$ cat config.mk
export PLATFORM = sky130hd
export DESIGN_NAME = bimodal_table
export DESIGN_NICKNAME = d
export VERILOG_FILES = /design/src/rtl/bpu_pkg.sv /design/src/rtl/bimodal_table.sv
export SDC_FILE = /design/constraint.sdc
export NUM_CORES = 2
export LEC_CHECK = 0
export ABC_CLOCK_PERIOD_IN_PS = 28500
export BUFFER_PORTS_ARGS = -buffer_cell sky130_fd_sc_hd__buf_4
export CELL_PAD_IN_SITES_DETAIL_PLACEMENT = 1
export CELL_PAD_IN_SITES_GLOBAL_PLACEMENT = 2
export CORE_AREA = 2 2 382 384
export DETAILED_ROUTE_END_ITERATION = 7
export DIE_AREA = 0 0 384 386
export PLACE_DENSITY_LB_ADDON = 0.1
export SYNTH_ARGS = -nofsm -noshare
export SYNTH_HDL_FRONTEND = slang
export SYNTH_SLANG_ARGS = --single-unit
$ cat constraint.sdc
create_clock -name clk -period 28.5 [get_ports clk]
set_input_delay 2.85 -clock clk [delete_from_list [all_inputs] [get_ports clk]]
set_output_delay 2.85 -clock clk [all_outputs]
set_load 0.01 [all_outputs]
$ cat src/rtl/bpu_pkg.sv
`default_nettype none

package bpu_pkg;

    localparam int xlen       = 32;
    localparam int hist_w     = 16;  // global history length
    localparam int num_tagged = 2;
    localparam int tt_idx_w   = 8;   // 256 entries per tagged table
    localparam int tt_tag_w   = 10;
    localparam int bm_idx_w   = 9;   // 512 bimodal entries
    localparam int btb_idx_w  = 8;
    localparam int btb_tag_w  = 22;  // pc[31:10]

    // 2-bit saturating counter, msb is the taken prediction
    typedef logic [1:0] ctr_t;

    typedef enum logic [1:0] {
        prov_bimodal = 2'd0,
        prov_t0      = 2'd1,
        prov_t1      = 2'd2
    } provider_e;

    typedef enum logic [6:0] {
        opc_branch = 7'b1100011,
        opc_jal    = 7'b1101111,
        opc_jalr   = 7'b1100111
    } opcode_e;

    typedef enum logic [1:0] {
        upd_idle  = 2'd0,
        upd_train = 2'd1,  // provider right, step counter
        upd_reset = 2'd2,  // provider wrong, strong counter
        upd_alloc = 2'd3   // bimodal wrong, allocation candidate
    } upd_mode_e;

    typedef struct packed {
        logic [tt_idx_w-1:0] idx;
        logic [tt_tag_w-1:0] tag;
    } tt_lookup_t;

    typedef struct packed {
        logic [tt_idx_w-1:0] idx;
        logic [tt_tag_w-1:0] tag;
        upd_mode_e           mode;
        logic                taken;
    } tt_update_t;

    // feedback from execute, one resolved branch per cycle
    typedef struct packed {
        logic              valid;
        logic [xlen-1:0]   pc;
        logic              taken;
        logic              mispredict;
        logic [xlen-1:0]   target;
        logic [hist_w-1:0] history;  // as reported at prediction
        provider_e         provider;
    } bpu_update_t;

    typedef struct packed {
        logic              is_ctrl;
        logic              taken;
        logic [xlen-1:0]   target;
        provider_e         provider;
        logic [hist_w-1:0] history;
    } bpu_pred_t;

    function automatic ctr_t ctr_step(ctr_t ctr, logic taken);
        if (taken && ctr != 2'b11) begin
            return ctr + 2'd1;
        end
        if (!taken && ctr != 2'b00) begin
            return ctr - 2'd1;
        end
        return ctr;  // saturated
    endfunction

endpackage

`default_nettype wire

$ cat src/rtl/bimodal_table.sv
`timescale 1ns/10ps
`default_nettype none

module bimodal_table (
    input  logic                     clk,
    input  logic                     rst,
    input  logic [bpu_pkg::xlen-1:0] if_pc_i,
    input  bpu_pkg::bpu_update_t     upd_i,
    output bpu_pkg::ctr_t            ctr_o
);

    localparam int entries = 1 << bpu_pkg::bm_idx_w;

    bpu_pkg::ctr_t                ctr_q [entries];
    logic [bpu_pkg::bm_idx_w-1:0] rd_idx;
    logic [bpu_pkg::bm_idx_w-1:0] wr_idx;

    // pc[9:1] keeps compressed neighbours apart
    assign rd_idx = if_pc_i[bpu_pkg::bm_idx_w:1];
    assign wr_idx = upd_i.pc[bpu_pkg::bm_idx_w:1];

    assign ctr_o = ctr_q[rd_idx];

    // trained on every resolved branch, whoever provided
    always_ff @(posedge clk or posedge rst) begin
        if (rst) begin
            for (int i = 0; i < entries; i++) begin
                ctr_q[i] <= 2'b01;
            end
        end else if (upd_i.valid) begin
            ctr_q[wr_idx] <= bpu_pkg::ctr_step(ctr_q[wr_idx], upd_i.taken);
        end
    end

endmodule

`default_nettype wire

==> impl_metrics.toml <==
[clocking]
cts_tree = "done"
clkTransAtPathRegs_ns = 0.06
cts_resized = 0
root_buffer = "clkbuf_16"
clock_path_buffers = 3
postCtsHoldBufs = 0
cts_made_buffers = 134
cts_sinks = 1024
insertion_delay_ns = 0.78
cts_setup_buffers = 0
ctsHtreeMaxLevel = 4

[sta]
slew_headroom = 0.179
setup_viol = 0
fin_tns_setup_ns = 0
fmax_mhz = 85.7
slew_viol_final = 0
hold_viol_final = 0
setup_ws_ns = 16.82
rsz0062_at_grt = "no"
period_needed_ns = 11.68
finClkSkew_ns = 0.0338
tightest_slew_ns = 1.23
period_share = 0.410

[placement]
dpl.cell_count = 6631
place_ws_ns = 16.18
globalplace.congestion = 0.796
place_area_um2 = 57700
portBuffers = 23
dp_hpwl_um = 128000

[global_routing]
track_usage = 0.289
overflow = 0
grt_pass1_wl_um = 314000
grt_pass1_vias = 43437
antenna_found_initial = 7
grt_max_degree = 202

[synthesis]
synth_top_cell_by_area = "dfstp_2"
yosys_warnings = 0
synthFlopType = "dfstp_2"
async_flop_share = 1.00
syn_inst = 5025
syn_nets = 5146
synth_area_per_cell_um2 = 11.1
synth-edff-count = 0
ys_ff_latch = 1024
yosysTopAreaCellShare = 0.241
synth_seq_area_share = 0.470
syn-cell-area_um2 = 55900
ys_top_cells_by_area = "dfstp_2 24%, dfrtp_1 23%, mux4_2 22%"
yosys.cell_types.count = 59

[cells_and_area]
design_area_um2 = 62100
fin_cells = 6879
fin_util = 0.429
regMostFlops = "ctr_q"
final_nets = 4971
reg_top3 = "ctr_q (1024)"
largest_reg_flops = 1024
drive_above_1_share = 0.294
area_growth_pct = 11.1
num-fill-cells = 15257

[routing]
drc = 0
routed-via-count = 41898
finalWirelength_um = 210000
firstDrtPassIters = 5
via_per_inst = 6.09
postRouteAntennaNets = 0
wl_per_cell_um = 30.6
drt_iter0_drc = 2977

[critical_path]
critPathArrivalTime_ns = 12.32
worstSetupPathType = "input pin to flip-flop"
cp_max_fo = 183
r2r.worst_path.cells = 14
crit_chain = "buf_6 > buf_4 > and2_2 > buf_4 > a22oi_1 > nand3_1 > nand4_1 > a22oi_1 > nand4_1 > nor4_2 > o211ai_2 > inv_1 > ha_1 > mux2i_1 > xnor2_4 > buf_12 > buf_4 > buf_4 > o21ai_0"
cp-end-kind = "flip-flop"
worstPathRequired_ns = 29.15
crit_slowest_cell = "xnor2_4"
cpPeakStageDelay_ns = 0.97
crit_path_frequent_cell = "buf_4"
worst_r2r_startpoint = "ctr_q[103]"
crit_path_start = "upd_i[55]"
worstSetupStartpointType = "input pin"

[worst_hold_path]
hold_path_depth = 2
hold_class = "flip-flop to flip-flop"
hp-start = "ctr_q[1012]"

[status]
status = "complete, no violations"

[die]
die_w_um = 384
start_util = 0.387
rows = 140
core_um2 = 145000
die_h_um = 386
die_area_um2 = 148000
num_io_pins = 121

[job]
max_cap_violations = 0

[power_and_ir_drop]
power.density_nw_per_um2 = 60.4
peakVddDrop_mv = 0.0584
p_leak_uw = 0.0231
worst paths after layout:
path | end | slack (ns)
setup / recovery | ctr_q[594] | 16.82
hold / removal | ctr_q[1012] | 0.48
max in group asynchronous | ctr_q[903] | 23.43
hold reg to reg | ctr_q[1012] | 0.48
setup reg to reg | ctr_q[594] | 20.93
min in group asynchronous | ctr_q[699] | 2.15
cells in the final DEF, fill, tap and decap left out, types with 72 or more instances in the layout:
cell,netlist,routed
a21oi_1,161,161
a22oi_1,72,72
a31oi_1,147,147
buf_4,31,136
clkbuf_16,0,139
dfrtp_1,512,512
dfstp_2,512,512
mux2i_1,171,171
mux4_2,537,537
nand2_1,1178,1176
o21ai_0,876,876
o31ai_1,140,140
synthesized netlist by cell type, drive strengths merged, types with 3 or more instances:
library cell  number
nand2           1178
o21ai            898
mux4             537
dfrtp            512
dfstp            512
clkbuf           318
mux2i            171
a21oi            162
a31oi            147
buf              142
o31ai            140
a22oi             72
nor2              52
nand3             38
nor3              21
nor2b             16
a22o              12
nand2b             8
a211oi             7
a2111oi            6
a221oi             6
nand3b             6
inv                5
and3               4
mux2               4
nand4              4
nor4               4
o211ai             4
or2                4
or3                4
and2               3
o22ai              3
per-stage QoR:
| stage | power [µW] | hold slack, ns |
|---|---|---|
| after floorplan | 1910 | 0.447 |
| after global placement | 2060 | 0.459 |
| after detailed placement | 2070 | 0.467 |
| after CTS | 3790 | 0.475 |
| after global routing | 3880 | 0.497 |
| final | 3750 | 0.475 |
kinds of logic after synthesis:
logic type	share of synthesized area
XOR/XNOR	0.000291
buffers and inverters	0.0379
flip-flops	0.470
AND/OR/NAND/NOR	0.0956
AO/OA/AOI/OAI	0.148
multiplexers	0.248
adder cells (fa/ha/maj)	0.000448
critical path, delay by kind of cell:
kind / cells / cell delay (ns)
AOI/OAI and AO/OA: 4 / 1.18
xor gates and xnor gates: 1 / 0.97
adders and majority gates: 1 / 0.19
buffers and inverters: 7 / 4.32
muxes: 1 / 0.16
and+or+nand+nor: 5 / 2.22
report_power, final:
part	total [µW]	internal (µW)	switching (µW)	leakage [µW]
logic	458	138	319	0.00852
registers	1590	1540	45.9	0.0124
clock network	1700	1020	686	0.00216
per-layer routing:
| metal | vias up | share of wire | track usage |
|---|---|---|---|
| li1 | 18376 | - | - |
| met1 | 22226 | 0.47 | 0.425 |
| met2 | 1033 | 0.46 | 0.445 |
| met3 | 261 | 0.053 | 0.0454 |
| met4 | 2 | 0.024 | 0.0744 |
| met5 | - | 0.000062 | 0 |
layout make-up:
class / count / area [µm²] / area share
diodes: 1 / 2.50 / 0.0000403
clock buffers: 222 / 4140 / 0.0667
clock inverters: 25 / 256 / 0.00413
inverters: 6 / 26.3 / 0.000423
multi-input cells: 3535 / 27700 / 0.447
flip-flops and latches: 1024 / 26300 / 0.423
well taps: 1917 / 2400 / 0.0386
repair buffers: 149 / 1240 / 0.0200
Note: power is estimated with default switching activity, not from simulation.
