--- src/rtl/bpu_pkg.sv ---
`default_nettype none

package bpu_pkg;

    localparam int xlen       = 32;
    localparam int hist_w     = 16;  // global history length
    localparam int num_tagged = 2;
    localparam int tt_idx_w   = 8;   // 256 entries per tagged table
    localparam int tt_tag_w   = 10;
    localparam int bm_idx_w   = 9;   // 512 bimodal entries
    localparam int btb_idx_w  = 8;
    localparam int btb_tag_w  = 22;  // pc[31:10]

    // 2-bit saturating counter, msb is the taken prediction
    typedef logic [1:0] ctr_t;

    typedef enum logic [1:0] {
        prov_bimodal = 2'd0,
        prov_t0      = 2'd1,
        prov_t1      = 2'd2
    } provider_e;

    typedef enum logic [6:0] {
        opc_branch = 7'b1100011,
        opc_jal    = 7'b1101111,
        opc_jalr   = 7'b1100111
    } opcode_e;

    typedef enum logic [1:0] {
        upd_idle  = 2'd0,
        upd_train = 2'd1,  // provider right, step counter
        upd_reset = 2'd2,  // provider wrong, strong counter
        upd_alloc = 2'd3   // bimodal wrong, allocation candidate
    } upd_mode_e;

    typedef struct packed {
        logic [tt_idx_w-1:0] idx;
        logic [tt_tag_w-1:0] tag;
    } tt_lookup_t;

    typedef struct packed {
        logic [tt_idx_w-1:0] idx;
        logic [tt_tag_w-1:0] tag;
        upd_mode_e           mode;
        logic                taken;
    } tt_update_t;

    // feedback from execute, one resolved branch per cycle
    typedef struct packed {
        logic              valid;
        logic [xlen-1:0]   pc;
        logic              taken;
        logic              mispredict;
        logic [xlen-1:0]   target;
        logic [hist_w-1:0] history;  // as reported at prediction
        provider_e         provider;
    } bpu_update_t;

    typedef struct packed {
        logic              is_ctrl;
        logic              taken;
        logic [xlen-1:0]   target;
        provider_e         provider;
        logic [hist_w-1:0] history;
    } bpu_pred_t;

    function automatic ctr_t ctr_step(ctr_t ctr, logic taken);
        if (taken && ctr != 2'b11) begin
            return ctr + 2'd1;
        end
        if (!taken && ctr != 2'b00) begin
            return ctr - 2'd1;
        end
        return ctr;  // saturated
    endfunction

endpackage

`default_nettype wire

--- src/rtl/provider_select.sv ---
`timescale 1ns/10ps
`default_nettype none

module provider_select (
    input  logic [bpu_pkg::xlen-1:0]                    if_pc_i,
    input  logic [bpu_pkg::xlen-1:0]                    if_inst_i,
    input  logic [bpu_pkg::hist_w-1:0]                  history_i,
    input  logic [bpu_pkg::num_tagged-1:0]              tt_hit_i,
    input  bpu_pkg::ctr_t [bpu_pkg::num_tagged-1:0]     tt_ctr_i,
    input  bpu_pkg::ctr_t                               bm_ctr_i,
    input  logic                                        btb_hit_i,
    input  logic [bpu_pkg::xlen-1:0]                    btb_target_i,
    output bpu_pkg::bpu_pred_t                          pred_o
);

    bpu_pkg::opcode_e         opc;
    logic                     is_branch;
    logic                     is_jal;
    logic                     is_jalr;
    bpu_pkg::provider_e       dir_prov;
    logic                     dir_taken;
    logic                     pred_taken;
    logic [bpu_pkg::xlen-1:0] b_imm;
    logic [bpu_pkg::xlen-1:0] j_imm;
    logic [bpu_pkg::xlen-1:0] jump_pc;
    logic [bpu_pkg::xlen-1:0] seq_pc;

    assign opc       = bpu_pkg::opcode_e'(if_inst_i[6:0]);
    assign is_branch = (opc == bpu_pkg::opc_branch);
    assign is_jal    = (opc == bpu_pkg::opc_jal);
    assign is_jalr   = (opc == bpu_pkg::opc_jalr);  // no return stack, never taken

    assign b_imm = {{20{if_inst_i[31]}}, if_inst_i[7], if_inst_i[30:25],
                    if_inst_i[11:8], 1'b0};
    assign j_imm = {{12{if_inst_i[31]}}, if_inst_i[19:12], if_inst_i[20],
                    if_inst_i[30:21], 1'b0};

    // later tables have longer history, so the last hit wins
    always_comb begin
        dir_prov  = bpu_pkg::prov_bimodal;
        dir_taken = bm_ctr_i[1];
        for (int t = 0; t < bpu_pkg::num_tagged; t++) begin
            if (tt_hit_i[t]) begin
                dir_prov  = bpu_pkg::provider_e'(t + 1);
                dir_taken = tt_ctr_i[t][1];
            end
        end
    end

    assign pred_taken = is_jal | (is_branch & dir_taken);

    assign seq_pc  = if_pc_i + 32'd4;
    assign jump_pc = if_pc_i + (is_jal ? j_imm : b_imm);  // fallback on btb miss

    always_comb begin
        pred_o.is_ctrl  = is_branch | is_jal | is_jalr;
        pred_o.taken    = pred_taken;
        pred_o.provider = is_branch ? dir_prov : bpu_pkg::prov_bimodal;
        pred_o.history  = history_i;
        if (!pred_taken) begin
            pred_o.target = seq_pc;
        end else if (btb_hit_i) begin
            pred_o.target = btb_target_i;
        end else begin
            pred_o.target = jump_pc;
        end
    end

endmodule

`default_nettype wire

--- config.mk ---
export PLATFORM = sky130hd
export DESIGN_NAME = provider_select
export DESIGN_NICKNAME = d
export VERILOG_FILES = /design/src/rtl/bpu_pkg.sv /design/src/rtl/provider_select.sv
export SDC_FILE = /design/constraint.sdc
export NUM_CORES = 1
export LEC_CHECK = 0
export ABC_AREA = 1
export BUFFER_PORTS_ARGS = -buffer_cell sky130_fd_sc_hd__buf_2
export CAP_MARGIN = 30
export CELL_PAD_IN_SITES_DETAIL_PLACEMENT = 1
export CELL_PAD_IN_SITES_GLOBAL_PLACEMENT = 1
export CORE_MARGIN = 5
export CORE_UTILIZATION = 32
export DETAILED_ROUTE_END_ITERATION = 10
export GPL_TIMING_DRIVEN = 1
export PLACE_DENSITY = 0.91
export SLEW_MARGIN = 30
export SYNTH_ARGS = -nofsm -noshare
export SYNTH_HDL_FRONTEND = slang
export SYNTH_SLANG_ARGS = --single-unit
--- constraint.sdc ---
create_clock -name vclk -period 3.5
set_input_delay 0.525 -clock vclk [all_inputs]
set_output_delay 0.525 -clock vclk [all_outputs]
set_load 0.05 [all_outputs]
==> metrics.md <==
| Metric | Value |
|---|---|
| P&R area growth vs syn | 52.99% |
| DR WL/cell | approximately 25 um |
| Register Area | 0 sq um |
| Power per Cell Area | roughly 180 nW/um^2 |
| Seq pwr share | 0% |
| DRC Markers | 0 |
| Detail Route met3 WL | between 2000 and 3000 um |
| Syn_area_per_cell | 4.880 sq um |
| Worst path arrival time | approximately 3.3 ns |
| Core Footprint | roughly 13000 sq um |
| Sequential element share of the synthesized area | 0% |
| WS Path Type | in -> out |
| IO Count | approximately 170 |
| Failing checks | negative setup slack |
| Tot Pwr | roughly 1200 uW |
| Placed cell areas | just over 5000 sq um |
| Combinational power share | 100.0% |
| IO Port Bufs | ~140 |
| Synth area leaders | nand2_1 29%, inv_1 13%, ha_1 10% |
| Cells after DPL | around 1200 |
| CLK BUF | 0 |
| Yosys warns | 0 |
| Area share of the largest cell type after synthesis | between 20% and 30% |
| Vias in the first global route | around 6800 |
| Chip Width | about 120 um |
| All-Layer GR Usage | between 20 and 30% |
| Area leader, netlist | nand2_1 |
| Final sequential cell count | 0 |
| Synth cell count leaders | 321 x nand2_1, 148 x inv_1, 108 x nor2_1, 67 x nand3_1, 34 x ha_1 |
| Worst Tran Pin Value | about 0.76 ns |
| Max Cap Viol | 0 |
| Top-count cell post-synth | nand2_1 |
| Final worst-path cycle share | 109.8% |
| Yosys cell types | 36 |
| Dpl hpwl | ~17000 um |
| Met1 Wirelength | 9990 um |
| Int Pwr | 405.1 uW |
| Final setup violating endpoints | 28 |
| Netlist Area Pre-Place | around 4200 sq um |
| Row cnt | 41 |
| Drt initial violations | between 700 and 800 |
| Min-Delay Path Class | in -> out |
| DRT antenna net count | 0 |
| Syn Inst Count | 854 |
| Type of origin of the critical path | input port |
| CTS Hold Buffers Added | 0 |
| Initial antenna violation count | 2 |
| Fin cells | between 1000 and 1500 |
| Pre-Repair DR Iteration Count | 6 |
| NetSw | between 700 and 800 uW |
| Setup TNS | -5.330 ns |
| Design Area, Final | 6376 sq um |
| Gp weighted congestion | about 0.95 |
| Die ar. | 15410 sq um |
| Syn Nets | ~1000 |
| CP Capture Type | output port |
| Fill count | about 1800 |
| Final wirelength | between 20000 and 30000 um |
| Final nets | approximately 1200 |
| Clk pwr share | 0% |
| Critical-path maximum fanout | 6 |
| Unrepaired setup endpoints after global routing | true |
| Switching share of power | 64.79% |
| Leak Pwr | approximately 0.0036 uW |
| Grt ovf | 0 |
| Required time worst endpoint | between 2 and 3 ns |
| First-pass GRT wire length | around 34000 um |
| Peak supply drop | 0.05872 mV |
| Share of layout cells above drive strength 1 | roughly two fifths |
| Setup WS post-layout | -0.3435 ns |
| Vias per cell | around 6 |
| Outcome | finished with violations |
| Pin count of the biggest net entering global routing | 46 |
| Final Hold Fails | 0 |
| Top layer in use | met5 |
| Max_slew headroom | 49.04% |
| Fin. max-slew vios | 0 |
| Initial Utilization | between 30% and 40% |
| Tmin final | slightly below 4 ns |
| Met2 routed WL | between 10000 and 15000 um |
| Max Freq | 260.2 MHz |
| DIE HEIGHT | ~120 um |
| Multi-input logic area | between 4000 and 5000 sq um |
| Routed vias | approximately 7000 |
[through the flow]
stage | hold slack, ns | utilization [%] | setup WS, ns
6_report | 1.050 | 50.32 | -0.3435
5_1_grt | 1.050 | 50.30 | -0.3816
4_1_cts | 1.050 | 43.92 | -0.05651
3_5_place_dp | 1.050 | 40.82 | -0.3073
3_3_place_gp | 1.050 | 40.82 | -0.1796
2_1_floorplan | 1.217 | - | -0.05009
[routing by layer]
metal	track usage, %	vias up
met5	0	-
met3	3.451	263
met1	32.78	3253
li1	-	2923
met2	50.88	557
met4	14.17	2
[worst max-delay path: stages]
cell	delay, ns
buf_6	0.08
nand2_4	0.04
nor2_4	0.07
nand3_2	0.10
nand3b_4	0.26
buf_12	0.20
mux2_4	0.35
ha_4	0.32
nand2_4	0.08
inv_4	0.09
nand2_2	0.07
nor3_2	0.14
nand2_1	0.10
nand2_2	0.15
buf_4	0.18
xnor2_4	0.15
nand2_2	0.08
nand2_1	0.08
nand2_1	0.07
buf_6	0.16
[layout make-up]
cell class                      instances  area share [%]
Multi-Input combinational cell        674           67.58
Timing Repair Buffer                  177           20.09
Inverter                              150           8.870
Tap cell                              172           3.375
Antenna cell                            2         0.07849
[layout by cell type (no fill, tap or decap), types with 4 or more instances in the layout]
cell and count:
nand2_1 247, inv_1 138, buf_2 107, nor2_1 87, nand2_2 60, nand3_1 40
buf_6 30, buf_4 29, nand3_2 22, ha_1 20, nand2_4 19, nor2_2 17
ha_4 12, inv_2 11, o21ai_0 11, a21oi_2 11, xor2_1 11, o211ai_1 10
a21oi_1 10, nor2_4 9, o21ai_1 9, xnor2_1 8, nand4_1 7, buf_8 7
nor3_1 6, nand3_4 6, o21ai_2 5, nand3b_1 5, xnor2_2 5, nor3_2 4
o21bai_1 4, nor4_1 4
[cell families after synthesis]
logic type               Yosys count  synth area share, %
AO/OA/AOI/OAI                     66                8.947
XOR/XNOR                          28                5.884
adder cells (fa/ha/maj)           35                10.69
AND/OR/NAND/NOR                  540                54.76
multiplexers                       5                1.351
buffers and inverters            180                18.37
[power by group through the flow]
stage / Clock (uW) / Combinational, uW / Sequential [uW]
after floorplan: 0 / 532 / 0
after global placement: 0 / 740 / 0
after detailed placement: 0 / 781 / 0
after CTS: 0 / 857 / 0
after global routing: 0.0000382 / 1190 / 0
final: 0.0000765 / 1150 / 0
[path summary, 6_finish.rpt]
check / slack [ns] / depth (start not counted) / from / endpoint
worst max-delay path: -0.34 / 20 / if_inst_i[5] / pred_o[32]
worst min-delay path: 1.05 / 0 / history_i[10] / pred_o[10]
[repair_timing]
| item | CTS | global route |
|---|---|---|
| resized for setup | 104 | 194 |
| hold endpoints to repair | 0 | 0 |
| endpoints found under the setup margin | 27 | 28 |
| gates cloned | 0 | 1 |
| pin swaps | 10 | 66 |
| setup buffers | 2 | 3 |
(Power assumes the default switching activity.)
