==> config.mk <==
export PLATFORM = sky130hd
export DESIGN_NAME = history_hash
export DESIGN_NICKNAME = d
export VERILOG_FILES = /design/src/rtl/bpu_pkg.sv /design/src/rtl/history_hash.sv
export SDC_FILE = /design/constraint.sdc
export NUM_CORES = 1
export LEC_CHECK = 0
export ABC_CLOCK_PERIOD_IN_PS = 1100
export BUFFER_PORTS_ARGS = -buffer_cell sky130_fd_sc_hd__clkbuf_2
export CORE_AREA = 2 2 81 83
export CTS_BUF_LIST = sky130_fd_sc_hd__clkbuf_4
export DETAILED_ROUTE_END_ITERATION = 16
export DIE_AREA = 0 0 83 85
export GPL_TIMING_DRIVEN = 0
export HOLD_SLACK_MARGIN = 0.05
export PLACE_DENSITY = 0.65
export SKIP_LAST_GASP = 1
export SLEW_MARGIN = 30
export SYNTH_ARGS = -nofsm -noshare
export SYNTH_HDL_FRONTEND = slang
export SYNTH_SLANG_ARGS = --single-unit
==> constraint.sdc <==
create_clock -name clk -period 1.1 [get_ports clk]
set_clock_uncertainty 0.1 [all_clocks]
set_input_delay 0.22 -clock clk [delete_from_list [all_inputs] [get_ports clk]]
set_output_delay 0.22 -clock clk [all_outputs]
set_load 0.01 [all_outputs]
==> src/rtl/bpu_pkg.sv <==
`default_nettype none

package bpu_pkg;

    localparam int xlen       = 32;
    localparam int hist_w     = 16;  // global history length
    localparam int num_tagged = 2;
    localparam int tt_idx_w   = 8;   // 256 entries per tagged table
    localparam int tt_tag_w   = 10;
    localparam int bm_idx_w   = 9;   // 512 bimodal entries
    localparam int btb_idx_w  = 8;
    localparam int btb_tag_w  = 22;  // pc[31:10]

    // 2-bit saturating counter, msb is the taken prediction
    typedef logic [1:0] ctr_t;

    typedef enum logic [1:0] {
        prov_bimodal = 2'd0,
        prov_t0      = 2'd1,
        prov_t1      = 2'd2
    } provider_e;

    typedef enum logic [6:0] {
        opc_branch = 7'b1100011,
        opc_jal    = 7'b1101111,
        opc_jalr   = 7'b1100111
    } opcode_e;

    typedef enum logic [1:0] {
        upd_idle  = 2'd0,
        upd_train = 2'd1,  // provider right, step counter
        upd_reset = 2'd2,  // provider wrong, strong counter
        upd_alloc = 2'd3   // bimodal wrong, allocation candidate
    } upd_mode_e;

    typedef struct packed {
        logic [tt_idx_w-1:0] idx;
        logic [tt_tag_w-1:0] tag;
    } tt_lookup_t;

    typedef struct packed {
        logic [tt_idx_w-1:0] idx;
        logic [tt_tag_w-1:0] tag;
        upd_mode_e           mode;
        logic                taken;
    } tt_update_t;

    // feedback from execute, one resolved branch per cycle
    typedef struct packed {
        logic              valid;
        logic [xlen-1:0]   pc;
        logic              taken;
        logic              mispredict;
        logic [xlen-1:0]   target;
        logic [hist_w-1:0] history;  // as reported at prediction
        provider_e         provider;
    } bpu_update_t;

    typedef struct packed {
        logic              is_ctrl;
        logic              taken;
        logic [xlen-1:0]   target;
        provider_e         provider;
        logic [hist_w-1:0] history;
    } bpu_pred_t;

    function automatic ctr_t ctr_step(ctr_t ctr, logic taken);
        if (taken && ctr != 2'b11) begin
            return ctr + 2'd1;
        end
        if (!taken && ctr != 2'b00) begin
            return ctr - 2'd1;
        end
        return ctr;  // saturated
    endfunction

endpackage

`default_nettype wire

==> src/rtl/history_hash.sv <==
`timescale 1ns/10ps
`default_nettype none

module history_hash (
    input  logic                                                    clk,
    input  logic                                                    rst,
    input  logic [bpu_pkg::xlen-1:0]                                if_pc_i,
    input  bpu_pkg::bpu_update_t                                    upd_i,
    output bpu_pkg::tt_lookup_t [bpu_pkg::num_tagged-1:0]           lookup_o,
    output bpu_pkg::tt_update_t [bpu_pkg::num_tagged-1:0]           update_o,
    output logic [bpu_pkg::hist_w-1:0]                              history_o
);

    logic [bpu_pkg::hist_w-1:0] ghist_q;

    // shift in the resolved direction of every valid update
    always_ff @(posedge clk or posedge rst) begin
        if (rst) begin
            ghist_q <= '0;
        end else if (upd_i.valid) begin
            ghist_q <= {ghist_q[bpu_pkg::hist_w-2:0], upd_i.taken};
        end
    end

    assign history_o = ghist_q;

    // table 1 sees the older half of the history in its index
    function automatic bpu_pkg::tt_lookup_t tt_hash(
        input int                         tbl,
        input logic [bpu_pkg::xlen-1:0]   pc,
        input logic [bpu_pkg::hist_w-1:0] hist
    );
        bpu_pkg::tt_lookup_t h;
        if (tbl == 0) begin
            h.idx = pc[7:0] ^ hist[7:0];
            h.tag = pc[17:8] ^ hist[15:6];
        end else begin
            h.idx = pc[7:0] ^ hist[15:8];
            h.tag = pc[17:8] ^ {{(bpu_pkg::tt_tag_w-8){1'b0}}, hist[7:0]};
        end
        return h;
    endfunction

    for (genvar t = 0; t < bpu_pkg::num_tagged; t++) begin : g_tbl
        localparam bpu_pkg::provider_e own_prov = bpu_pkg::provider_e'(t + 1);

        bpu_pkg::tt_lookup_t upd_hash;
        bpu_pkg::upd_mode_e  mode;

        assign lookup_o[t] = tt_hash(t, if_pc_i, ghist_q);
        assign upd_hash    = tt_hash(t, upd_i.pc, upd_i.history);  // history at prediction

        always_comb begin
            mode = bpu_pkg::upd_idle;
            if (upd_i.valid) begin
                if (upd_i.provider == own_prov) begin
                    mode = upd_i.mispredict ? bpu_pkg::upd_reset : bpu_pkg::upd_train;
                end else if (upd_i.mispredict && upd_i.provider == bpu_pkg::prov_bimodal) begin
                    mode = bpu_pkg::upd_alloc;  // all tables, chain picks one
                end
            end
        end

        assign update_o[t] = '{
            idx:   upd_hash.idx,
            tag:   upd_hash.tag,
            mode:  mode,
            taken: upd_i.taken
        };
    end

endmodule

`default_nettype wire

==> flow_metrics.tcl, run 1 <==
set metrics [dict create \
    io_pins 213 \
    r2r.worst_path.cells 3 \
    wl_per_cell_um 12.1 \
    slew_headroom_pct 58.8 \
    synth_fa_ha_area_share_pct 0 \
    slew_violations 0 \
    grt_max_degree 17 \
    synth_xor_area_share_pct 45.2 \
    io_buffers 151 \
    finalSetupViolations 55 \
    use_met3_pct 2.72 \
    grt_overflow 0 \
    synth.distinct_cells 9 \
    yosysSeqAreaShare_pct 29.5 \
    grtUsageMet1_pct 14.1 \
    top_usage_layer "met2" \
    cts_buffer_depth 2 \
    vias 1471 \
    synth_compound_area_share_pct 0 \
    drc 0 \
    cts_tree "yes" \
    period_minus_slack_ns 1.37 \
    drive_gt1_share_pct 75.3 \
    nets 412 \
    fin_ws_ns -0.274 \
    min_period_over_period_pct 125 \
    die_w_um 83 \
    cap_violations 0 \
    grt_setup_unrepaired "yes" \
    hold_path.class "primary input to async pin" \
    crit_path_end_kind "output port" \
    crit_type "flip-flop to output port" \
    num_rows 29 \
    use_met2_pct 22.3 \
    r2r_slack_ns -0.08 \
    synthCells 115 \
    syn-mean-instance-area_um2 11.8 \
    ir_drop_uv 951 \
    worst_slew_pin_slew_ns 0.617 \
    postRouteAntennaNets 0 \
    grt_usage_pct 12.1 \
    place_area_um2 2210 \
    cts_sinks 16 \
    reg2reg_to "history_o[12]$_DFFE_PP0P_" \
    start_util_pct 21.9 \
    dpl.hpwl_um 3560 \
    finalHoldViolations 16 \
    r2r_start "history_o[12]$_DFFE_PP0P_" \
    cp.required_ns 0.78 \
    cp_max_fo 4 \
    antenna_found_initial 0 \
    clockRootBuffer "clkbuf_4" \
    htreeDepth 1 \
    fp.dieArea_um2 7060 \
    synthSimpleGateAreaFrac_pct 2.40 \
    yosys_warnings 0 \
    core_um2 6200 \
    largest_reg_flops 16 \
    synthMuxAreaShare_pct 17.7 \
    path_clk_slew_ns 0.10 \
    routed_via_density 3.99 \
    ys_ff_latch 16 \
    drt_iter0_drc 12 \
    firstDrtPassIters 2 \
    grt_pass1_vias 1481 \
    layout_common_cells "108 x clkbuf_2, 67 x xor2_1, 30 x buf_2, 23 x buf_6, 17 x buf_4" \
    area_growth_pct 91.3 \
    worstPathArrival_ns 1.05 \
    powerDensity_nw_per_um2 1830 \
    run_status "finished with violations" \
    max_freq_mhz 728 \
    leakage_nw 1.48 \
    clock_latency_ns 0.29 \
    antenna-diode-count 0 \
    violations "hold timing, setup timing" \
    layout_commonest_cell "clkbuf_2" \
    gp_congestion 0.700 \
    totalWireLength_um 4480 \
    die_h_um 85 \
    fin_util_pct 41.9 \
    final_area_um2 2600 \
    syn-cell-area_um2 1360 \
    grt_pass1_wl_um 7000 \
    cp-start-kind "flip-flop" \
    synth_nets 234 \
    hold_slack_ns -0.126 \
    cts_made_buffers 3 \
    synth_top_family_by_area "XOR/XNOR gates" \
]
==> per-stage QoR <==
| stage | power [mW] | hold slack [ns] | std cells | worst slack, ns | setup TNS [ns] |
|---|---|---|---|---|---|
| 2_1_floorplan | 2.45 | 0.0337 | 115 | 0.0550 | 0 |
| 3_3_place_gp | 3.63 | 0.201 | 343 | -0.0293 | -0.106 |
| 3_5_place_dp | 3.67 | 0.211 | 343 | -0.0427 | -0.187 |
| 4_1_cts | 4.56 | -0.111 | 368 | -0.306 | -11.87 |
| 5_1_grt | 5.12 | -0.0842 | 369 | -0.366 | -14.25 |
| 6_report | 4.76 | -0.126 | 369 | -0.274 | -11.28 |
==> synthesized netlist by cell type, drive strengths merged <==
| master | instances | share of area, % |
|---|---|---|
| xor2 | 68 | 44 |
| dfrtp | 16 | 29 |
| mux2 | 16 | 18 |
| buf | 8 | 5.0 |
| and3b | 2 | 1.3 |
| nor3b | 2 | 1.1 |
| xnor2 | 2 | 1.3 |
| inv | 1 | 0.28 |
==> worst max-delay path by stage <==
stage	slack (ns)	depth (start not counted)	startpoint	end
global placement	-0.03	2	history_o[7]$_DFFE_PP0P_	lookup_o[1]
finish	-0.27	2	history_o[0]$_DFFE_PP0P_	lookup_o[18]
global route	-0.37	2	history_o[8]$_DFFE_PP0P_	lookup_o[28]
floorplan	0.05	1	history_o[6]$_DFFE_PP0P_	lookup_o[0]
detailed placement	-0.04	2	history_o[7]$_DFFE_PP0P_	lookup_o[1]
CTS	-0.31	2	history_o[7]$_DFFE_PP0P_	lookup_o[1]
==> critical path, stage by stage, from the launching register on <==
cell and delay [ns]:
dfrtp_2 0.46, xor2_1 0.16, buf_2 0.15
==> kinds of logic after synthesis <==
kind of cell	after synthesis
and+or+nand+nor	4
buffers and inverters	9
muxes	16
DFF	16
xor gates and xnor gates	70
==> power breakdown <==
group / total, mW / switching, mW / internal, mW
combinational: 3.17 / 1.30 / 1.87
clock: 0.321 / 0.189 / 0.132
sequential: 1.26 / 0.407 / 0.854
total: 4.76 / 1.90 / 2.86
==> area by class of cell <==
type | count | area (um2)
buffer | 8 | 67.6
clock buffer | 3 | 22.5
clock inverter | 1 | 3.75
fill | 620 | 3610
inverter | 1 | 3.75
multi-input combinational | 90 | 930
sequential | 16 | 419
tap | 77 | 96.3
timing repair buffer | 173 | 1050
==> timing repair <==
action | 4_1_cts | 5_1_grt
gates resized for setup | 27 | 62
setup buffers | 21 | 1
endpoints found under the setup margin | 52 | 56
pin swaps | 27 | 6
endpoints found under the hold margin | 16 | 16
==> per-layer routing <==
layer / wire (um) / up-vias / share of wire, %
met3: 378 / 5 / 8.4
met5: 0 / - / 0
li1: - / 714 / -
met2: 2300 / 94 / 51
met4: 50 / 0 / 1.1
met1: 1740 / 658 / 39
No activity file was read; power rests on OpenSTA's default activity.
==> run 2, diff against run 1 <==
--- a/config.mk
+++ b/config.mk
@@ -8,7 +8,7 @@
 export ABC_CLOCK_PERIOD_IN_PS = 1100
 export BUFFER_PORTS_ARGS = -buffer_cell sky130_fd_sc_hd__clkbuf_2
 export CORE_AREA = 2 2 81 83
-export CTS_BUF_LIST = sky130_fd_sc_hd__clkbuf_4
+export CTS_BUF_LIST = sky130_fd_sc_hd__clkbuf_4 sky130_fd_sc_hd__clkbuf_8
 export DETAILED_ROUTE_END_ITERATION = 16
 export DIE_AREA = 0 0 83 85
 export GPL_TIMING_DRIVEN = 0
==> run 2 against run 1 <==
The run still ends with hold timing, setup timing left. Final cell count did not move. Non-clock buffer count stayed put. Via count decreased by 0.14%. Clock-buffer cell count is 1 higher. Worst hold slack gained 0.044 ns. Sequential power about the same. Combinational power about the same. Flip-flop and latch count is the same. Register-to-register slack barely moved. First-iteration DRC count shrank 17%. Wire length increased by 0.76%. Utilization up 0.46 points.
==> flow_metrics.tcl, run 2 (synthesized netlist as in run 1, its figures left out) <==
set metrics [dict create \
    run_status "finished with violations" \
    violations "hold timing, setup timing" \
    crit_slowest_cell "dfrtp_2" \
    slowest_delay_ns 0.45 \
    cp.required_ns 0.78 \
    cts_tree "yes" \
    cap_violations 0 \
    hold_slack_ns -0.0821 \
    fin_ws_ns -0.244 \
    htreeDepth 1 \
    max_freq_mhz 744 \
    die_w_um 83 \
    powerDensity_nw_per_um2 1890 \
    crit_type "flip-flop to output port" \
    grt_max_degree 17 \
    vias 1469 \
    critPathBufInv 1 \
    worst_slew_pin_slew_ns 0.618 \
    path_clk_slew_ns 0.06 \
    drc 0 \
    hold_path.class "primary input to async pin" \
    dpl.hpwl_um 3560 \
    drive_gt1_share_pct 75.7 \
    grt_pass1_wl_um 7040 \
    p_comb_share_pct 64.0 \
    period_minus_slack_ns 1.34 \
    start_util_pct 21.9 \
    cp-start-kind "flip-flop" \
    p_seq_share_pct 25.4 \
    num_rows 29 \
    finalHoldViolations 16 \
    ir_drop_uv 946 \
    register_area_um2 419 \
    firstDrtPassIters 2 \
    clockRootBuffer "clkbuf_8" \
    nets 412 \
    antenna_found_initial 0 \
    worstPathArrival_ns 1.02 \
    fp.dieArea_um2 7060 \
    grt_overflow 0 \
    switching_share_pct 38.7 \
    largest_reg_flops 16 \
    cts_buffer_depth 2 \
    layout_commonest_cell "clkbuf_2" \
    io_buffers 151 \
    crit_path_end_kind "output port" \
    grt_setup_unrepaired "yes" \
    finalSetupViolations 55 \
    place_area_um2 2210 \
    io_pins 213 \
    layout_common_cells "109 x clkbuf_2, 67 x xor2_1, 29 x buf_2, 23 x buf_6, 17 x buf_4" \
    routed_via_density 3.98 \
    postRouteAntennaNets 0 \
    min_period_over_period_pct 122 \
    final_area_um2 2630 \
    cp_max_fo 4 \
    nFillCells 616 \
    cts_made_buffers 3 \
    grt_pass1_vias 1486 \
    multi_input_area_um2 930 \
    cts_sinks 16 \
    gp_congestion 0.700 \
    finalPower_mw 4.96 \
    cp_top_family "flip-flops" \
    area_growth_pct 93.5 \
    crit_chain "xor2_1, buf_2" \
    slew_violations 0 \
    leakage_nw 1.49 \
    internal_power_mw 3.05 \
    drt_iter0_drc 10 \
    wl_per_cell_um 12.2 \
    totalWireLength_um 4510 \
    die_h_um 85 \
    grt_usage_pct 12.2 \
    clock_latency_ns 0.25 \
    clock_power_share_pct 10.6 \
    core_um2 6200 \
    p_sw_mw 1.92 \
    antenna-diode-count 0 \
    slew_headroom_pct 58.8 \
]
==> run 2: changes by cell type in the layout (fill, tap and decap cells not counted) <==
cell,before,now
buf_2,30,29
clkbuf_2,108,109
clkbuf_4,3,0
clkbuf_8,0,4
clkinv_1,1,0
==> run 2: worst paths after layout <==
check                                           from                        end  slack [ns]  depth (start not counted)
min                                              rst  history_o[15]$_DFFE_PP0P_       -0.08                          2
max in group asynchronous                        rst   history_o[3]$_DFFE_PP0P_        0.55                          2
max reg2reg                history_o[12]$_DFFE_PP0P_  history_o[12]$_DFFE_PP0P_       -0.07                          3
min in group clk                           upd_i[51]   history_o[0]$_DFFE_PP0P_        0.14                          2
min reg2reg                 history_o[8]$_DFFE_PP0P_   history_o[9]$_DFFE_PP0P_        0.50                          1
max                         history_o[2]$_DFFE_PP0P_               lookup_o[20]       -0.24                          2
==> run 2: metal layers <==
metal	routed length, um	track usage, %
met5	0	0
met2	2330	22.4
met1	1760	14.1
met4	37	3.58
met3	382	3.02
==> run 2: power by group through the flow <==
stage | registers [mW] | logic, mW | clock network, mW
after detailed placement | 1.28 | 2.39 | 0
final | 1.26 | 3.18 | 0.527
after floorplan | 1.25 | 1.20 | 0
after CTS | 1.26 | 2.97 | 0.542
after global routing | 1.32 | 3.43 | 0.572
after global placement | 1.26 | 2.37 | 0
==> run 2: metrics by stage <==
| stage | cells | hold WS, ns | worst slack [ns] | TNS (ns) | utilization [%] |
|---|---|---|---|---|---|
| 3_3_place_gp | 343 | 0.201 | -0.0293 | -0.106 | 35.6 |
| 2_1_floorplan | 115 | 0.0337 | 0.0550 | 0 | - |
| 3_5_place_dp | 343 | 0.211 | -0.0427 | -0.187 | 35.6 |
| 5_1_grt | 369 | -0.0273 | -0.305 | -11.36 | 42.3 |
| 4_1_cts | 368 | -0.0616 | -0.254 | -9.28 | 40.4 |
| 6_report | 369 | -0.0821 | -0.244 | -8.97 | 42.3 |
==> run 2: area by class of cell <==
| type | instances | share of cell area (%) |
|---|---|---|
| tap | 77 | 3.67 |
| buffer | 8 | 2.57 |
| clock buffer | 4 | 2.10 |
| sequential | 16 | 16.0 |
| timing repair buffer | 173 | 40.2 |
| inverter | 1 | 0.143 |
| multi-input combinational | 90 | 35.4 |
==> run 2: timing repair <==
item	CTS	global route
pin swaps	27	7
setup endpoints to repair	52	57
hold endpoints to repair	16	16
buffers inserted	21	1
cloned	0	0
gates resized for setup	27	61
==> run 3, diff against run 2 <==
--- a/config.mk
+++ b/config.mk
@@ -14,6 +14,7 @@
 export GPL_TIMING_DRIVEN = 0
 export HOLD_SLACK_MARGIN = 0.05
 export PLACE_DENSITY = 0.65
+export REMOVE_ABC_BUFFERS = 1
 export SKIP_LAST_GASP = 1
 export SLEW_MARGIN = 30
 export SYNTH_ARGS = -nofsm -noshare
==> run 3 against run 2 <==
The flow still finishes with violations (hold timing, setup timing). Combinational power rose by 10%. Wire length is essentially flat. Utilization up 0.65 points. Critical path depth did not move. Via count grew 1.2%. Worst setup slack worse by 0.012 ns. Final cell count is 0.54% lower. Clock power down 2%. Sequential power is essentially flat. Clock-buffer cell count unchanged. Critical endpoint is now lookup_o[28]. Largest cell class unchanged.
==> flow_metrics.tcl, run 3 (synthesized netlist as in run 1, its figures left out) <==
set metrics [dict create \
    finalSetupViolations 57 \
    vias 1486 \
    ir_drop_uv 1070 \
    hold_path.class "primary input to async pin" \
    hold_slack_ns -0.0708 \
    drive_gt1_share_pct 75.2 \
    max_freq_mhz 738 \
    leakage_nw 1.50 \
    grt_pass1_wl_um 6580 \
    violations "hold timing, setup timing" \
    io_pins 213 \
    crit_type "flip-flop to output port" \
    powerDensity_nw_per_um2 1980 \
    nFillCells 609 \
    finalHoldViolations 16 \
    io_buffers 152 \
    nets 410 \
    layout_commonest_cell "clkbuf_2" \
    grt_max_degree 21 \
    cts_buffer_depth 2 \
    grt_pass1_vias 1413 \
    worst_slew_pin_slew_ns 0.635 \
    cp-start-kind "flip-flop" \
    die_w_um 83 \
    cp_max_fo 4 \
    fin_ws_ns -0.256 \
    layout_common_cells "112 x clkbuf_2, 68 x xor2_1, 32 x buf_6, 23 x buf_2, 16 x mux2_4" \
    final_area_um2 2670 \
    cp.required_ns 0.78 \
    postRouteAntennaNets 0 \
    clockRootBuffer "clkbuf_8" \
    htreeDepth 1 \
    gp_congestion 0.794 \
    slew_violations 0 \
    run_status "finished with violations" \
    cap_violations 0 \
    wl_per_cell_um 12.3 \
    drt_iter0_drc 8 \
    num_rows 29 \
    totalWireLength_um 4510 \
    period_minus_slack_ns 1.36 \
    firstDrtPassIters 3 \
    drc 0 \
    antenna-diode-count 0 \
    start_util_pct 21.9 \
    path_clk_slew_ns 0.07 \
    cts_sinks 16 \
    die_h_um 85 \
    grt_usage_pct 11.6 \
    grt_setup_unrepaired "yes" \
    slew_headroom_pct 57.7 \
    routed_via_density 4.05 \
    min_period_over_period_pct 123 \
    largest_reg_flops 16 \
    dpl.hpwl_um 3340 \
    clock_latency_ns 0.25 \
    antenna_found_initial 0 \
    cts_made_buffers 3 \
    fp.dieArea_um2 7060 \
    grt_overflow 0 \
    finalPower_mw 5.29 \
    core_um2 6200 \
    crit_path_end_kind "output port" \
    cts_tree "yes" \
    place_area_um2 2150 \
    worstPathArrival_ns 1.04 \
    area_growth_pct 96.4 \
]
-- run 3: power by group --
part	total (mW)	switching (mW)	internal [mW]
clock network	0.519	0.202	0.317
logic	3.51	1.41	2.10
registers	1.26	0.400	0.856
-- run 3: path summary, 6_finish.rpt --
kind	from	end	slack, ns	depth (start not counted)
setup / recovery	history_o[8]$_DFFE_PP0P_	lookup_o[28]	-0.26	2
hold / removal	rst	history_o[2]$_DFFE_PP0P_	-0.07	2
setup reg to reg	history_o[6]$_DFFE_PP0P_	history_o[6]$_DFFE_PP0P_	-0.05	3
max in group asynchronous	rst	history_o[0]$_DFFE_PP0P_	0.52	2
hold reg to reg	history_o[9]$_DFFE_PP0P_	history_o[9]$_DFFE_PP0P_	0.51	1
min in group clk	upd_i[51]	history_o[0]$_DFFE_PP0P_	0.15	2
-- run 3: worst max-delay path, stage by stage, from the launching register on --
cell	delay, ns
dfrtp_2	0.47
xor2_1	0.17
clkbuf_2	0.16
-- run 3: timing repair --
action	in CTS	in global routing
buffers inserted	23	4
endpoints found under the setup margin	54	61
pin swaps	27	4
resized for setup	32	67
gates cloned	0	0
endpoints found under the hold margin	16	16
-- run 3: area by class of cell --
class	count	area, um2	share of cell area (%)
inverters	1	3.75	0.141
flip-flops and latches	16	419	15.7
clock buffers	4	55.1	2.06
multi-input cells	90	922	34.6
well taps	77	96.3	3.61
repair buffers	179	1170	43.9
-- run 3: through the flow --
| step | util (%) | instances | TNS, ns | setup slack, ns |
|---|---|---|---|---|
| floorplan | - | 107 | 0 | 0.0550 |
| finish | 43.0 | 367 | -9.24 | -0.256 |
| CTS | 40.1 | 363 | -9.44 | -0.295 |
| global route | 43.0 | 367 | -11.60 | -0.313 |
| detailed placement | 34.6 | 336 | -5.43 | -0.419 |
| global placement | 34.6 | 336 | -5.07 | -0.371 |
-- run 3: layer usage --
layer	up-vias	global-route usage [%]	part of all wire, %
met3	2	2.14	8.4
met2	101	23.2	55
met5	-	0	0
met4	0	3.13	0.49
met1	667	12.2	37
li1	716	-	-
